--- src/hw/common_pkg.sv ---
`default_nettype none

package common_pkg;

    // Bus widths
    localparam int CPU_ADDR_WIDTH = 16;
    localparam int RAM_ADDR_WIDTH = 17;
    localparam int WB_ADDR_WIDTH  = RAM_ADDR_WIDTH;
    localparam int DATA_WIDTH     = 8;

    // 2 KiB I/O page at E800-EFFF
    localparam logic [CPU_ADDR_WIDTH-1:0] IO_PAGE_BASE = 16'hE800;
    localparam logic [CPU_ADDR_WIDTH-1:0] IO_PAGE_MASK = 16'hF800;

    // Register blocks inside the I/O page
    localparam logic [CPU_ADDR_WIDTH-1:0] PIA1_BASE = 16'hE810;
    localparam logic [CPU_ADDR_WIDTH-1:0] PIA2_BASE = 16'hE820;
    localparam logic [CPU_ADDR_WIDTH-1:0] VIA_BASE  = 16'hE840;

    // One SRAM access requested by the SPI host
    typedef struct packed {
        logic [WB_ADDR_WIDTH-1:0] addr;
        logic [DATA_WIDTH-1:0]    wdata;
        logic                     we;
    } bus_req_t;

    // Result of decoding a CPU address
    typedef struct packed {
        logic ram_en;
        logic rom_protect;
        logic io_sel;
        logic pia1;
        logic pia2;
        logic via;
    } chip_sel_t;

endpackage

`default_nettype wire
--- src/hw/pet_core.sv ---
`timescale 1ns/100ps
`default_nettype none

module pet_core #(
    parameter int CYCLE_LEN = 8
) (
    input  wire logic                                  sys_clock_i,
    input  wire logic                                  reset_i,
    input  wire logic [common_pkg::CPU_ADDR_WIDTH-1:0] cpu_addr_i,
    input  wire logic [common_pkg::DATA_WIDTH-1:0]     cpu_data_i,
    input  wire logic                                  cpu_we_n_i,
    input  wire logic [common_pkg::DATA_WIDTH-1:0]     ram_data_i,
    input  wire logic                                  spi_cs_ni,
    input  wire logic                                  spi_sck_i,
    input  wire logic                                  spi_sd_i,
    output logic                                       cpu_clock_o,
    output logic                                       cpu_be_o,
    output logic                                       cpu_ready_o,
    output logic [common_pkg::RAM_ADDR_WIDTH-1:0]      ram_addr_o,
    output logic                                       ram_oe_n_o,
    output logic                                       ram_we_n_o,
    output logic [common_pkg::DATA_WIDTH-1:0]          bus_data_o,
    output logic                                       bus_data_oe_o,
    output logic                                       bus_addr_oe_o,
    output logic                                       io_oe_n_o,
    output logic                                       pia1_cs_n_o,
    output logic                                       pia2_cs_n_o,
    output logic                                       via_cs_n_o,
    output logic                                       spi_sd_o,
    output logic                                       spi_stall_o
);

    logic [$clog2(CYCLE_LEN+1)-1:0] count;
    logic                           cycle_start;
    common_pkg::chip_sel_t          sel;
    logic                           spi_req;
    logic                           spi_ack;
    common_pkg::bus_req_t           spi_cmd;
    logic [common_pkg::DATA_WIDTH-1:0] spi_rdata;

    cycle_counter #(.CYCLE_LEN(CYCLE_LEN)) cycle_counter (
        .sys_clock_i, .reset_i, .count_o(count), .cycle_start_o(cycle_start)
    );

    address_decoder address_decoder (.cpu_addr_i, .sel_o(sel));

    bus_timing #(.CYCLE_LEN(CYCLE_LEN)) bus_timing (
        .sys_clock_i, .reset_i,
        .count_i(count), .cycle_start_i(cycle_start),
        .cpu_addr_i, .cpu_data_i, .cpu_we_n_i, .sel_i(sel),
        .spi_req_i(spi_req), .spi_cmd_i(spi_cmd), .ram_data_i,
        .cpu_clock_o, .cpu_be_o, .cpu_ready_o,
        .ram_addr_o, .ram_oe_n_o, .ram_we_n_o,
        .bus_data_o, .bus_data_oe_o, .bus_addr_oe_o,
        .io_oe_n_o, .pia1_cs_n_o, .pia2_cs_n_o, .via_cs_n_o,
        .spi_ack_o(spi_ack), .spi_rdata_o(spi_rdata)
    );

    spi_target spi_target (
        .sys_clock_i, .reset_i,
        .spi_cs_ni, .spi_sck_i, .spi_sd_i, .spi_sd_o, .spi_stall_o,
        .spi_req_o(spi_req), .spi_cmd_o(spi_cmd),
        .spi_ack_i(spi_ack), .spi_rdata_i(spi_rdata)
    );

endmodule

`default_nettype wire

--- src/hw/spi_target.sv ---
`timescale 1ns/100ps
`default_nettype none

module spi_target (
    input  wire logic                              sys_clock_i,
    input  wire logic                              reset_i,
    input  wire logic                              spi_cs_ni,
    input  wire logic                              spi_sck_i,
    input  wire logic                              spi_sd_i,
    output logic                                   spi_sd_o,
    output logic                                   spi_stall_o,
    output logic                                   spi_req_o,
    output common_pkg::bus_req_t                   spi_cmd_o,
    input  wire logic                              spi_ack_i,
    input  wire logic [common_pkg::DATA_WIDTH-1:0] spi_rdata_i
);

    localparam logic [7:0] CMD_WRITE = 8'h80;
    localparam logic [7:0] CMD_READ  = 8'hC0;
    localparam logic [7:0] CMD_NEXT  = 8'h00;

    logic [2:0] sck_sync;
    logic [1:0] cs_sync;
    logic [1:0] sd_sync;
    logic       sck_rise;
    logic       frame_active;
    logic       byte_done;
    logic [2:0] bit_cnt;
    logic [1:0] byte_cnt;
    logic [6:0] rx_shift;
    logic [7:0] rx_byte;
    logic [7:0] cmd_q;
    logic [7:0] tx_shift;
    logic [7:0] rdata_q;
    logic       is_read;
    logic       is_write;
    logic [common_pkg::WB_ADDR_WIDTH-1:0] addr_q;

    assign sck_rise     = sck_sync[1] && !sck_sync[2];
    assign frame_active = !cs_sync[1];
    assign rx_byte      = {rx_shift, sd_sync[1]};
    assign byte_done    = frame_active && sck_rise && (bit_cnt == 3'd7);

    // Bit 0 of the command carries address bit 16
    assign is_read  = {cmd_q[7:1], 1'b0} == CMD_READ;
    assign is_write = {cmd_q[7:1], 1'b0} == CMD_WRITE;

    assign spi_sd_o    = tx_shift[7];
    assign spi_stall_o = spi_req_o || spi_ack_i;

    always_ff @(posedge sys_clock_i) begin
        if (reset_i) begin
            sck_sync  <= 3'b000;
            cs_sync   <= 2'b11;
            sd_sync   <= 2'b00;
            bit_cnt   <= '0;
            byte_cnt  <= '0;
            tx_shift  <= '0;
            spi_req_o <= 1'b0;
        end else begin
            sck_sync <= {sck_sync[1:0], spi_sck_i};
            cs_sync  <= {cs_sync[0], spi_cs_ni};
            sd_sync  <= {sd_sync[0], spi_sd_i};

            if (!frame_active) begin
                bit_cnt  <= '0;
                byte_cnt <= '0;
            end else if (sck_rise) begin
                bit_cnt  <= bit_cnt + 1'b1;
                tx_shift <= {tx_shift[6:0], 1'b0};
                if (bit_cnt == 3'd7 && byte_cnt != 2'd3) byte_cnt <= byte_cnt + 1'b1;
            end

            // Read data goes out in the byte after a next command
            if (byte_done && byte_cnt == 2'd0 && rx_byte == CMD_NEXT) tx_shift <= rdata_q;

            if (spi_ack_i) begin
                spi_req_o <= 1'b0;
            end else if (byte_done && ((byte_cnt == 2'd2 && is_read)
                                       || (byte_cnt == 2'd3 && is_write))) begin
                spi_req_o <= 1'b1;
            end
        end
    end

    always_ff @(posedge sys_clock_i) begin
        if (frame_active && sck_rise) rx_shift <= rx_byte[6:0];
        if (byte_done) begin
            case (byte_cnt)
                2'd0: begin
                    cmd_q     <= rx_byte;
                    addr_q[16] <= rx_byte[0];
                end
                2'd1: addr_q[15:8] <= rx_byte;
                2'd2: begin
                    addr_q[7:0] <= rx_byte;
                    if (is_read) begin
                        spi_cmd_o.addr  <= {addr_q[16:8], rx_byte};
                        spi_cmd_o.wdata <= '0;
                        spi_cmd_o.we    <= 1'b0;
                    end
                end
                default: begin
                    if (is_write) begin
                        spi_cmd_o.addr  <= addr_q;
                        spi_cmd_o.wdata <= rx_byte;
                        spi_cmd_o.we    <= 1'b1;
                    end
                end
            endcase
        end
        if (spi_ack_i) rdata_q <= spi_rdata_i;
    end

endmodule

`default_nettype wire

--- src/hw/bus_timing.sv ---
`timescale 1ns/100ps
`default_nettype none

module bus_timing #(
    parameter int CYCLE_LEN = 8
) (
    input  wire logic                                  sys_clock_i,
    input  wire logic                                  reset_i,
    input  wire logic [$clog2(CYCLE_LEN+1)-1:0]        count_i,
    input  wire logic                                  cycle_start_i,
    input  wire logic [common_pkg::CPU_ADDR_WIDTH-1:0] cpu_addr_i,
    input  wire logic [common_pkg::DATA_WIDTH-1:0]     cpu_data_i,
    input  wire logic                                  cpu_we_n_i,
    input  wire common_pkg::chip_sel_t                 sel_i,
    input  wire logic                                  spi_req_i,
    input  wire common_pkg::bus_req_t                  spi_cmd_i,
    input  wire logic [common_pkg::DATA_WIDTH-1:0]     ram_data_i,
    output logic                                       cpu_clock_o,
    output logic                                       cpu_be_o,
    output logic                                       cpu_ready_o,
    output logic [common_pkg::RAM_ADDR_WIDTH-1:0]      ram_addr_o,
    output logic                                       ram_oe_n_o,
    output logic                                       ram_we_n_o,
    output logic [common_pkg::DATA_WIDTH-1:0]          bus_data_o,
    output logic                                       bus_data_oe_o,
    output logic                                       bus_addr_oe_o,
    output logic                                       io_oe_n_o,
    output logic                                       pia1_cs_n_o,
    output logic                                       pia2_cs_n_o,
    output logic                                       via_cs_n_o,
    output logic                                       spi_ack_o,
    output logic [common_pkg::DATA_WIDTH-1:0]          spi_rdata_o
);

    localparam int CW   = $clog2(CYCLE_LEN + 1);
    localparam int HALF = CYCLE_LEN / 2;
    localparam logic [CW-1:0] SPI_LAST = CW'(HALF - 1);
    localparam logic [CW-1:0] CPU_LAST = CW'(CYCLE_LEN - 1);

    typedef enum logic [1:0] {idle, spi_access, spi_done, cpu_slot} state_t;

    state_t state;
    logic   ready_q;
    logic   in_cpu;
    logic   in_spi;
    logic   cpu_we_window;
    logic   spi_we_window;

    always_ff @(posedge sys_clock_i) begin
        if (reset_i) begin
            state     <= idle;
            ready_q   <= 1'b0;
            spi_ack_o <= 1'b0;
        end else begin
            if (cycle_start_i) ready_q <= 1'b1;
            // Four-phase return: ack falls once the target drops its request
            if (spi_ack_o && !spi_req_i) spi_ack_o <= 1'b0;
            case (state)
                idle, spi_done: begin
                    if (count_i == SPI_LAST && ready_q) state <= cpu_slot;
                end
                spi_access: begin
                    if (count_i == SPI_LAST) begin
                        state     <= cpu_slot;
                        spi_ack_o <= 1'b1;
                    end
                end
                default: begin
                    // Handshake still open means the next SPI slot stays unused
                    if (count_i == CPU_LAST) begin
                        if (spi_ack_o) state <= spi_done;
                        else if (spi_req_i) state <= spi_access;
                        else state <= idle;
                    end
                end
            endcase
        end
    end

    // Read data for the host is taken on the last count of the SPI slot
    always_ff @(posedge sys_clock_i) begin
        if (state == spi_access && count_i == SPI_LAST) spi_rdata_o <= ram_data_i;
    end

    assign in_cpu        = (state == cpu_slot);
    assign in_spi        = (state == spi_access);
    assign cpu_we_window = (count_i >= CW'(HALF + 1)) && (count_i <= CW'(CYCLE_LEN - 2));
    assign spi_we_window = (count_i >= CW'(1)) && (count_i <= CW'(HALF - 2));

    assign cpu_clock_o = in_cpu;
    assign cpu_be_o    = in_cpu;
    assign cpu_ready_o = ready_q | cycle_start_i;

    assign ram_addr_o = in_spi ? spi_cmd_i.addr : {1'b0, cpu_addr_i};
    assign ram_oe_n_o = !((in_cpu && cpu_we_n_i && sel_i.ram_en) || (in_spi && !spi_cmd_i.we));
    assign ram_we_n_o = !((in_cpu && !cpu_we_n_i && sel_i.ram_en && !sel_i.rom_protect
                           && cpu_we_window) || (in_spi && spi_cmd_i.we && spi_we_window));

    assign bus_data_o    = in_spi ? spi_cmd_i.wdata : cpu_data_i;
    assign bus_data_oe_o = in_spi && spi_cmd_i.we;
    assign bus_addr_oe_o = in_spi;

    assign io_oe_n_o   = !(in_cpu && cpu_we_n_i && sel_i.io_sel);
    assign pia1_cs_n_o = !(in_cpu && sel_i.pia1);
    assign pia2_cs_n_o = !(in_cpu && sel_i.pia2);
    assign via_cs_n_o  = !(in_cpu && sel_i.via);

    ack_needs_req: assert property (
        @(posedge sys_clock_i) disable iff (reset_i)
        $rose(spi_ack_o) |-> spi_req_i
    );

endmodule

`default_nettype wire

--- src/hw/address_decoder.sv ---
`timescale 1ns/100ps
`default_nettype none

module address_decoder (
    input  wire logic [common_pkg::CPU_ADDR_WIDTH-1:0] cpu_addr_i,
    output common_pkg::chip_sel_t                      sel_o
);

    // Write-protected ROM windows around the I/O page
    localparam logic [common_pkg::CPU_ADDR_WIDTH-1:0] ROM_LOW_BASE  = 16'hB000;
    localparam logic [common_pkg::CPU_ADDR_WIDTH-1:0] ROM_HIGH_BASE = 16'hF000;

    logic io_page;
    logic rom_low;
    logic rom_high;

    always_comb begin
        io_page  = (cpu_addr_i & common_pkg::IO_PAGE_MASK) == common_pkg::IO_PAGE_BASE;
        rom_low  = (cpu_addr_i >= ROM_LOW_BASE) && (cpu_addr_i < common_pkg::IO_PAGE_BASE);
        rom_high = (cpu_addr_i >= ROM_HIGH_BASE);

        // I/O page hides the RAM behind it
        sel_o.ram_en      = !io_page;
        sel_o.io_sel      = io_page;
        sel_o.rom_protect = rom_low || rom_high;

        // Partial decode on one address bit each, so selects may overlap
        sel_o.pia1 = io_page && ((cpu_addr_i[7:4] & common_pkg::PIA1_BASE[7:4]) != 4'h0);
        sel_o.pia2 = io_page && ((cpu_addr_i[7:4] & common_pkg::PIA2_BASE[7:4]) != 4'h0);
        sel_o.via  = io_page && ((cpu_addr_i[7:4] & common_pkg::VIA_BASE[7:4]) != 4'h0);
    end

endmodule

`default_nettype wire

--- src/hw/cycle_counter.sv ---
`timescale 1ns/100ps
`default_nettype none

module cycle_counter #(
    parameter int CYCLE_LEN = 8
) (
    input  wire logic                           sys_clock_i,
    input  wire logic                           reset_i,
    output logic [$clog2(CYCLE_LEN+1)-1:0]      count_o,
    output logic                                cycle_start_o
);

    localparam int COUNT_WIDTH = $clog2(CYCLE_LEN + 1);
    localparam logic [COUNT_WIDTH-1:0] LAST = COUNT_WIDTH'(CYCLE_LEN - 1);

    // Pulse is high for the first count of each cycle
    always_ff @(posedge sys_clock_i) begin
        if (reset_i) begin
            count_o       <= '0;
            cycle_start_o <= 1'b0;
        end else if (count_o == LAST) begin
            count_o       <= '0;
            cycle_start_o <= 1'b1;
        end else begin
            count_o       <= count_o + 1'b1;
            cycle_start_o <= 1'b0;
        end
    end

    // Slot decoding downstream relies on the count never passing the cycle length
    count_in_range: assert property (
        @(posedge sys_clock_i) disable iff (reset_i)
        count_o < COUNT_WIDTH'(CYCLE_LEN)
    );

endmodule

`default_nettype wire

--- config.mk ---
export PLATFORM = sky130hd
export DESIGN_NAME = pet_core
export DESIGN_NICKNAME = d
export VERILOG_FILES = /design/src/hw/common_pkg.sv /design/src/hw/pet_core.sv /design/src/hw/spi_target.sv /design/src/hw/bus_timing.sv /design/src/hw/address_decoder.sv /design/src/hw/cycle_counter.sv
export SDC_FILE = /design/constraint.sdc
export NUM_CORES = 1
export LEC_CHECK = 0
export BUFFER_PORTS_ARGS = -buffer_cell sky130_fd_sc_hd__clkbuf_2
export CAP_MARGIN = 20
export CORE_UTILIZATION = 40
export DETAILED_ROUTE_END_ITERATION = 10
export GPL_ROUTABILITY_DRIVEN = 0
export PLACE_DENSITY = 0.58
export SLEW_MARGIN = 20
export SYNTH_ARGS = -nofsm -noshare
export SYNTH_HDL_FRONTEND = slang
export SYNTH_SLANG_ARGS = --single-unit
--- constraint.sdc ---
create_clock -name sys_clock_i -period 6.32 [get_ports sys_clock_i]
set_input_delay 1.264 -clock sys_clock_i [delete_from_list [all_inputs] [get_ports sys_clock_i]]
set_output_delay 1.264 -clock sys_clock_i [all_outputs]
set_load 0.03 [all_outputs]
## After elaboration in Yosys (flattened, before gate mapping)

Cells that the tools add are included.

- Register bits after elaboration: 104
- Bits of input ports: 38
- Output and inout bits: 38
- Logic and storage cells: 136

- Add/sub/neg operators: 3
- Order comparisons: 7
- Equality and inequality tests: 17
- Multiplexer cells: 18
- Bitwise gates (word level): 2
- Reduce and logical (&&, ||, !) cells: 67

Operator list:

| cell | count |
|---|---|
| $mux 26 | 2 |
| $pmux 26 s2 | 1 |
| $ge 16x16->1 const B | 2 |
| $mux 8 | 4 |
| $logic_and 1x1->1 | 31 |
| $mux 17 | 1 |
| $lt 16x16->1 const B | 1 |
| $eq 7x7->1 const B | 2 |
| $logic_not 1->1 | 13 |
| $reduce_and 2->1 | 5 |
| $reduce_or 2->1 | 5 |
| $eq 2x2->1 const B | 4 |
| $logic_not 8->1 | 1 |
| $mux 2 | 4 |
| $ne 2x2->1 const B | 3 |
| $eq 5x5->1 const B | 1 |
| $logic_or 1x1->1 | 5 |
| $mux 1 | 5 |
| $add 4x1->4 const B | 1 |
| $eq 2x1->1 const B | 2 |
| $eq 4x2->1 const B | 1 |
| $eq 4x3->1 const B | 1 |
| $ge 4x1->1 const B | 1 |
| $ge 4x3->1 const B | 1 |
| 14 further kinds | 17 |

## Logic depth before layout (Yosys ltp)

- Depth after elaboration: 8
- Gate-level depth with buffers: 6
- Depth with buffers taken out: 5

## Cells and area by module

Synthesis repeated with hierarchy kept, for this count alone.

- Cell total of the unflattened synthesis: 296
- Area, all modules: 4,235.3 µm²

Modules (own cells, without submodules):

| module | times used | cells each | area each (µm²) | seq. area each (µm²) |
|---|---|---|---|---|
| spi_target | 1 | 191 | 3,133.0 | 2,372.3 |
| bus_timing | 1 | 74 | 839.6 | 320.3 |
| cycle_counter | 1 | 16 | 182.7 | 100.1 |
| address_decoder | 1 | 15 | 80.1 | 0.0 |

## Worst setup path after synthesis

OpenSTA, ideal clock, no wires.

- Kind: in2out
- From: in cpu_addr_i[14] (netlist name)
- To: out ram_oe_n_o
- Data arrival time: 2,262 ps
- Data required time: 5,056 ps
- Setup slack: 2,794 ps
- Stages: 3
- Path buffers: 0
- Cells stage by stage: nand4_1 > o211a_1 > o21ai_0

- Word-level cells in the longest chain between the ends: 5

Ends and longest elaborated chain:

| element | RTL line | RTL |
|---|---|---|
| from (decl) | pet_core.sv:9 | `input wire logic [common_pkg::CPU_ADDR_WIDTH-1:0] cpu_addr_i,` |
| $eq 5x5->1 | address_decoder.sv:18 | `io_page = (cpu_addr_i & common_pkg::IO_PAGE_MASK) == common_pkg::IO_PAGE_BASE;` |
| $logic_not 1->1 | address_decoder.sv:23 | `sel_o.ram_en = !io_page;` |
| $logic_and 1x1->1 | bus_timing.sv:95 | `assign ram_oe_n_o = !((in_cpu && cpu_we_n_i && sel_i.ram_en) \|\| (in_spi && !spi_cmd_i.we));` |
| $logic_or 1x1->1 | bus_timing.sv:95 |  |
| $logic_not 1->1 | bus_timing.sv:95 |  |
| to (decl) | pet_core.sv:20 | `output logic ram_oe_n_o,` |

Every way passes these cells.

## Worst setup path in the final report

- From: in cpu_addr_i[13] (netlist name)
- To: out ram_we_n_o

- Word-level cells in the longest chain between the ends: 8
- Elaborated cells on any way between the ends: 13
- Classes of those cells: 3 x order compare; 1 x eq/ne; 9 x reduce/logical

Ends and longest elaborated chain:

| element | RTL line | RTL |
|---|---|---|
| $ge 16x16->1 / $lt 16x16->1 (equally long branches) | address_decoder.sv:19 | `rom_low = (cpu_addr_i >= ROM_LOW_BASE) && (cpu_addr_i < common_pkg::IO_PAGE_BASE);` |
| $logic_and 1x1->1 | address_decoder.sv:19 |  |
| $logic_or 1x1->1 | address_decoder.sv:25 | `sel_o.rom_protect = rom_low \|\| rom_high;` |
| $logic_not 1->1 | bus_timing.sv:96 | `assign ram_we_n_o = !((in_cpu && !cpu_we_n_i && sel_i.ram_en && !sel_i.rom_protect` |
| $logic_and 1x1->1 (*) | bus_timing.sv:96 |  |
| $logic_and 1x1->1 (*) | bus_timing.sv:97 | `&& cpu_we_window) \|\| (in_spi && spi_cmd_i.we && spi_we_window));` |
| $logic_or 1x1->1 (*) | bus_timing.sv:97 |  |
| $logic_not 1->1 (*) | bus_timing.sv:96 |  |
| to (decl) | pet_core.sv:21 | `output logic ram_we_n_o,` |

Mark *: on every way between the ends. The rest lies on a longest branch, timed or not.

==> flow_metrics.env <==
export IMPL_min_period_over_period_pct=56.0
export IMPL_critical_path_slowest_cell="a2111oi_0"
export IMPL_power_switching_w=0.000265
export IMPL_synthesis_area_mm2=0.00421
export IMPL_cap_violations=0
export IMPL_place_area_mm2=0.00471
export IMPL_clk_path_buf_depth=2
export IMPL_path_max_fanout=3
export IMPL_tightest_slew_ns=0.811
export IMPL_crit_chain="clkbuf_2 > a21o_1 > a2111oi_0 > o211ai_1 > clkbuf_2"
export IMPL_avgSynthCellArea_um2=14.8
export IMPL_vias_per_cell=4.78
export IMPL_drtIter0Drc=107
export IMPL_clk_latency_ns=0.36
export IMPL_seq_power_share_pct=60.4
export IMPL_ctsHoldBuffers=0
export IMPL_port_buffers=75
export IMPL_switching_share_pct=22.1
export IMPL_cp_required_ns=5.06
export IMPL_grt_pass1_wl_mm=11.4
export IMPL_die_w_um=105
export IMPL_die_area_mm2=0.0109
export IMPL_ys_seq_area_share_pct=66.3
export IMPL_drtPass1Iterations=4
export IMPL_grt_util_all_layers_pct=13.4
export IMPL_criticalPathCategory="in -> out"
export IMPL_hold_viol_final=0
export IMPL_ys_async_sr_fraction_pct=0
export IMPL_slowest_delay_ns=0.39
export IMPL_layout_setup_ws_ns=2.78
export IMPL_cts_tree="done"
export IMPL_ir_drop_mv=0.110
export IMPL_pin_count=76
export IMPL_die_h_um=105
export IMPL_syn_num_nets=332
export IMPL_setup_tns_final_ns=0
export IMPL_dp_slack_ns=2.78
export IMPL_cp_end_kind="output pin"
export IMPL_period_needed_ns=3.54
export IMPL_cp_data_arrival_time_ns=2.27
export IMPL_synth_edf_count=73
export IMPL_maxSlewViolCount=0
export IMPL_dp_hpwl_mm=4.67
export IMPL_ctsResizeCount=0
export IMPL_post_cts_buffers=0
export IMPL_wirelength_mm=6.86
export IMPL_p_per_area_mw_per_mm2=244
export IMPL_synth_seq_cells=103
export IMPL_row_count=37
export IMPL_cts_buffers=9
export IMPL_path_common_cell="clkbuf_2"
export IMPL_clkTransAtPathRegs_ns=0.10
export IMPL_rsz0062_at_grt="false"
export IMPL_synth_cells=284
export IMPL_drc=0
export IMPL_grt_pass1_vias=2313
export IMPL_ys_flop_type="edfxtp_1"
export IMPL_start_util_pct=41.0
export IMPL_max_freq_mhz=283
export IMPL_synth_cell_types=46
export IMPL_cp_start_kind="input port"
export IMPL_htreeDepth=3
export IMPL_drive_gt1_share_pct=40.8
export IMPL_antenna_left=0
export IMPL_clock_skew_ns=0.0138
export IMPL_post_route_cell_area_mm2=0.00491
export IMPL_outcome="finished, final reports clean"
export IMPL_p_int_w=0.000933
export IMPL_root_buffer="clkbuf_8"
export IMPL_clkPwrFrac_pct=34.6
export IMPL_slew_limit_headroom_pct=45.9
export IMPL_combPwrFrac_pct=5.1
export IMPL_antenna_found_initial=0
export IMPL_numClockSinks=103
export IMPL_vias=2393
export IMPL_hp_class="reg -> reg"
export IMPL_finalSetupViolations=0
export IMPL_cellLeakagePower_nw=1.91
export IMPL_syn_to_final_growth_pct=16.6
export IMPL_core_area_mm2=0.0103
export IMPL_yosysWarnings=0
export IMPL_utilization_pct=47.8
export IMPL_wl_per_cell_um=13.7
export IMPL_grt_overflow_total=0
export IMPL_grt_max_degree=32
export IMPL_antennaDiodeCount=0
export IMPL_nets=408
[registers in the layout, indices dropped and copies added (netlist names)]
name / cells
spi_target.spi_cmd_o: 26
spi_target.addr_q: 16
bus_timing.spi_rdata_o: 8
spi_target.cmd_q: 8
spi_target.rdata_q: 8
spi_target.tx_shift: 8
spi_target.rx_shift: 7
cycle_counter.count_o: 4
spi_target.bit_cnt: 3
spi_target.sck_sync: 3
bus_timing.state: 2
spi_target.byte_cnt: 2
spi_target.cs_sync: 2
spi_target.sd_sync: 2
bus_timing.ready_q: 1
bus_timing.spi_ack_o: 1
cycle_counter.cycle_start_o: 1
spi_target.spi_req_o: 1
[cells in the mapped netlist (2+ instances only)]
cell type | number | share of area (%)
edfxtp_1 | 73 | 52
mux2_2 | 33 | 8.8
dfxtp_1 | 30 | 14
nor2b_1 | 17 | 2.5
inv_1 | 16 | 1.4
nor2_1 | 11 | 0.98
nor3_1 | 11 | 1.3
ha_1 | 10 | 3.0
a221oi_2 | 7 | 2.5
o21bai_1 | 7 | 1.2
nand2_1 | 6 | 0.53
or2_2 | 5 | 0.74
a21oi_1 | 4 | 0.48
buf_2 | 4 | 0.48
clkbuf_1 | 4 | 0.36
and2_1 | 3 | 0.45
and2_2 | 3 | 0.53
mux2i_1 | 3 | 0.71
buf_4 | 2 | 0.36
nand2b_1 | 2 | 0.30
nand3b_1 | 2 | 0.36
nand4_1 | 2 | 0.30
nor3b_1 | 2 | 0.36
nor4_2 | 2 | 0.59
o21ai_0 | 2 | 0.24
xnor2_1 | 2 | 0.42
xor2_1 | 2 | 0.42
[metrics by stage]
stage | cells | power [W] | hold WS (ns)
after floorplan | 284 | 0.000776 | 0.389
after global placement | 485 | 0.000800 | 0.394
after detailed placement | 485 | 0.000800 | 0.399
after CTS | 501 | 0.00121 | 0.423
after global routing | 501 | 0.00125 | 0.433
final | 501 | 0.00120 | 0.418
[worst max-delay path: cells and delay by family]
kind                   cells  cell delay (ns)
AO/OA/AOI/OAI              3             0.70
buffers and inverters      2             0.31
[path summary, 6_finish.rpt]
kind | depth (start not counted) | slack [ns] | start | to
setup / recovery | 5 | 2.78 | cpu_addr_i[13] | ram_we_n_o
hold / removal | 1 | 0.42 | spi_target.cs_sync[0]$_SDFF_PP1_ | spi_target.cs_sync[1]$_SDFF_PP1_
setup reg to reg | 5 | 3.80 | spi_target.byte_cnt[0]$_SDFFE_PP0P_ | spi_target.spi_cmd_o[25]$_DFFE_PP_
hold reg to reg | 1 | 0.42 | spi_target.cs_sync[0]$_SDFF_PP1_ | spi_target.cs_sync[1]$_SDFF_PP1_
[power by group through the flow]
stage | Sequential [W] | Combinational (W) | Clock [W]
final | 0.000724 | 0.0000605 | 0.000414
after global routing | 0.000725 | 0.0000657 | 0.000457
after CTS | 0.000724 | 0.0000613 | 0.000427
after detailed placement | 0.000739 | 0.0000610 | 0
after global placement | 0.000739 | 0.0000603 | 0
after floorplan | 0.000738 | 0.0000383 | 0
[final cells by class]
| type | instances | area [um2] |
|---|---|---|
| inverter | 17 | 63.8 |
| clock buffer | 9 | 124 |
| sequential | 103 | 2790 |
| clock inverter | 7 | 80.1 |
| multi-input combinational | 153 | 1300 |
| tap | 136 | 170 |
| fill | 923 | 5370 |
| timing repair buffer | 76 | 383 |
[routing by layer]
layer | share of wire [%] | GRT usage [%] | vias to the layer above
met5 | 0 | 0 | -
met4 | 1.3 | 5.13 | 0
met3 | 3.9 | 3.31 | 9
met2 | 46 | 20.6 | 61
met1 | 49 | 18.2 | 1127
li1 | - | - | 1196
[kinds of logic after synthesis]
group	count (synthesis)	synth area share (%)
flops	103	66.3
fa+ha+maj	10	2.97
buf+inv	28	2.97
xor+xnor	4	0.832
simple gates	76	11.5
compound gates	27	5.88
mux	36	9.54
[placed cells by master, fill, tap and decap left out, types with 3 or more instances in the layout]
| cell | netlist | final |
|---|---|---|
| a21oi_1 | 4 | 4 |
| a221oi_2 | 7 | 7 |
| and2_1 | 3 | 3 |
| and2_2 | 3 | 3 |
| clkbuf_2 | 0 | 75 |
| clkbuf_8 | 0 | 9 |
| dfxtp_1 | 30 | 30 |
| edfxtp_1 | 73 | 73 |
| ha_1 | 10 | 10 |
| inv_1 | 16 | 16 |
| mux2_2 | 33 | 33 |
| mux2i_1 | 3 | 3 |
| nand2_1 | 6 | 6 |
| nor2_1 | 11 | 11 |
| nor2b_1 | 17 | 16 |
| nor3_1 | 11 | 11 |
| o21bai_1 | 7 | 7 |
| or2_2 | 5 | 5 |
Power figures use the tool's default switching activity.
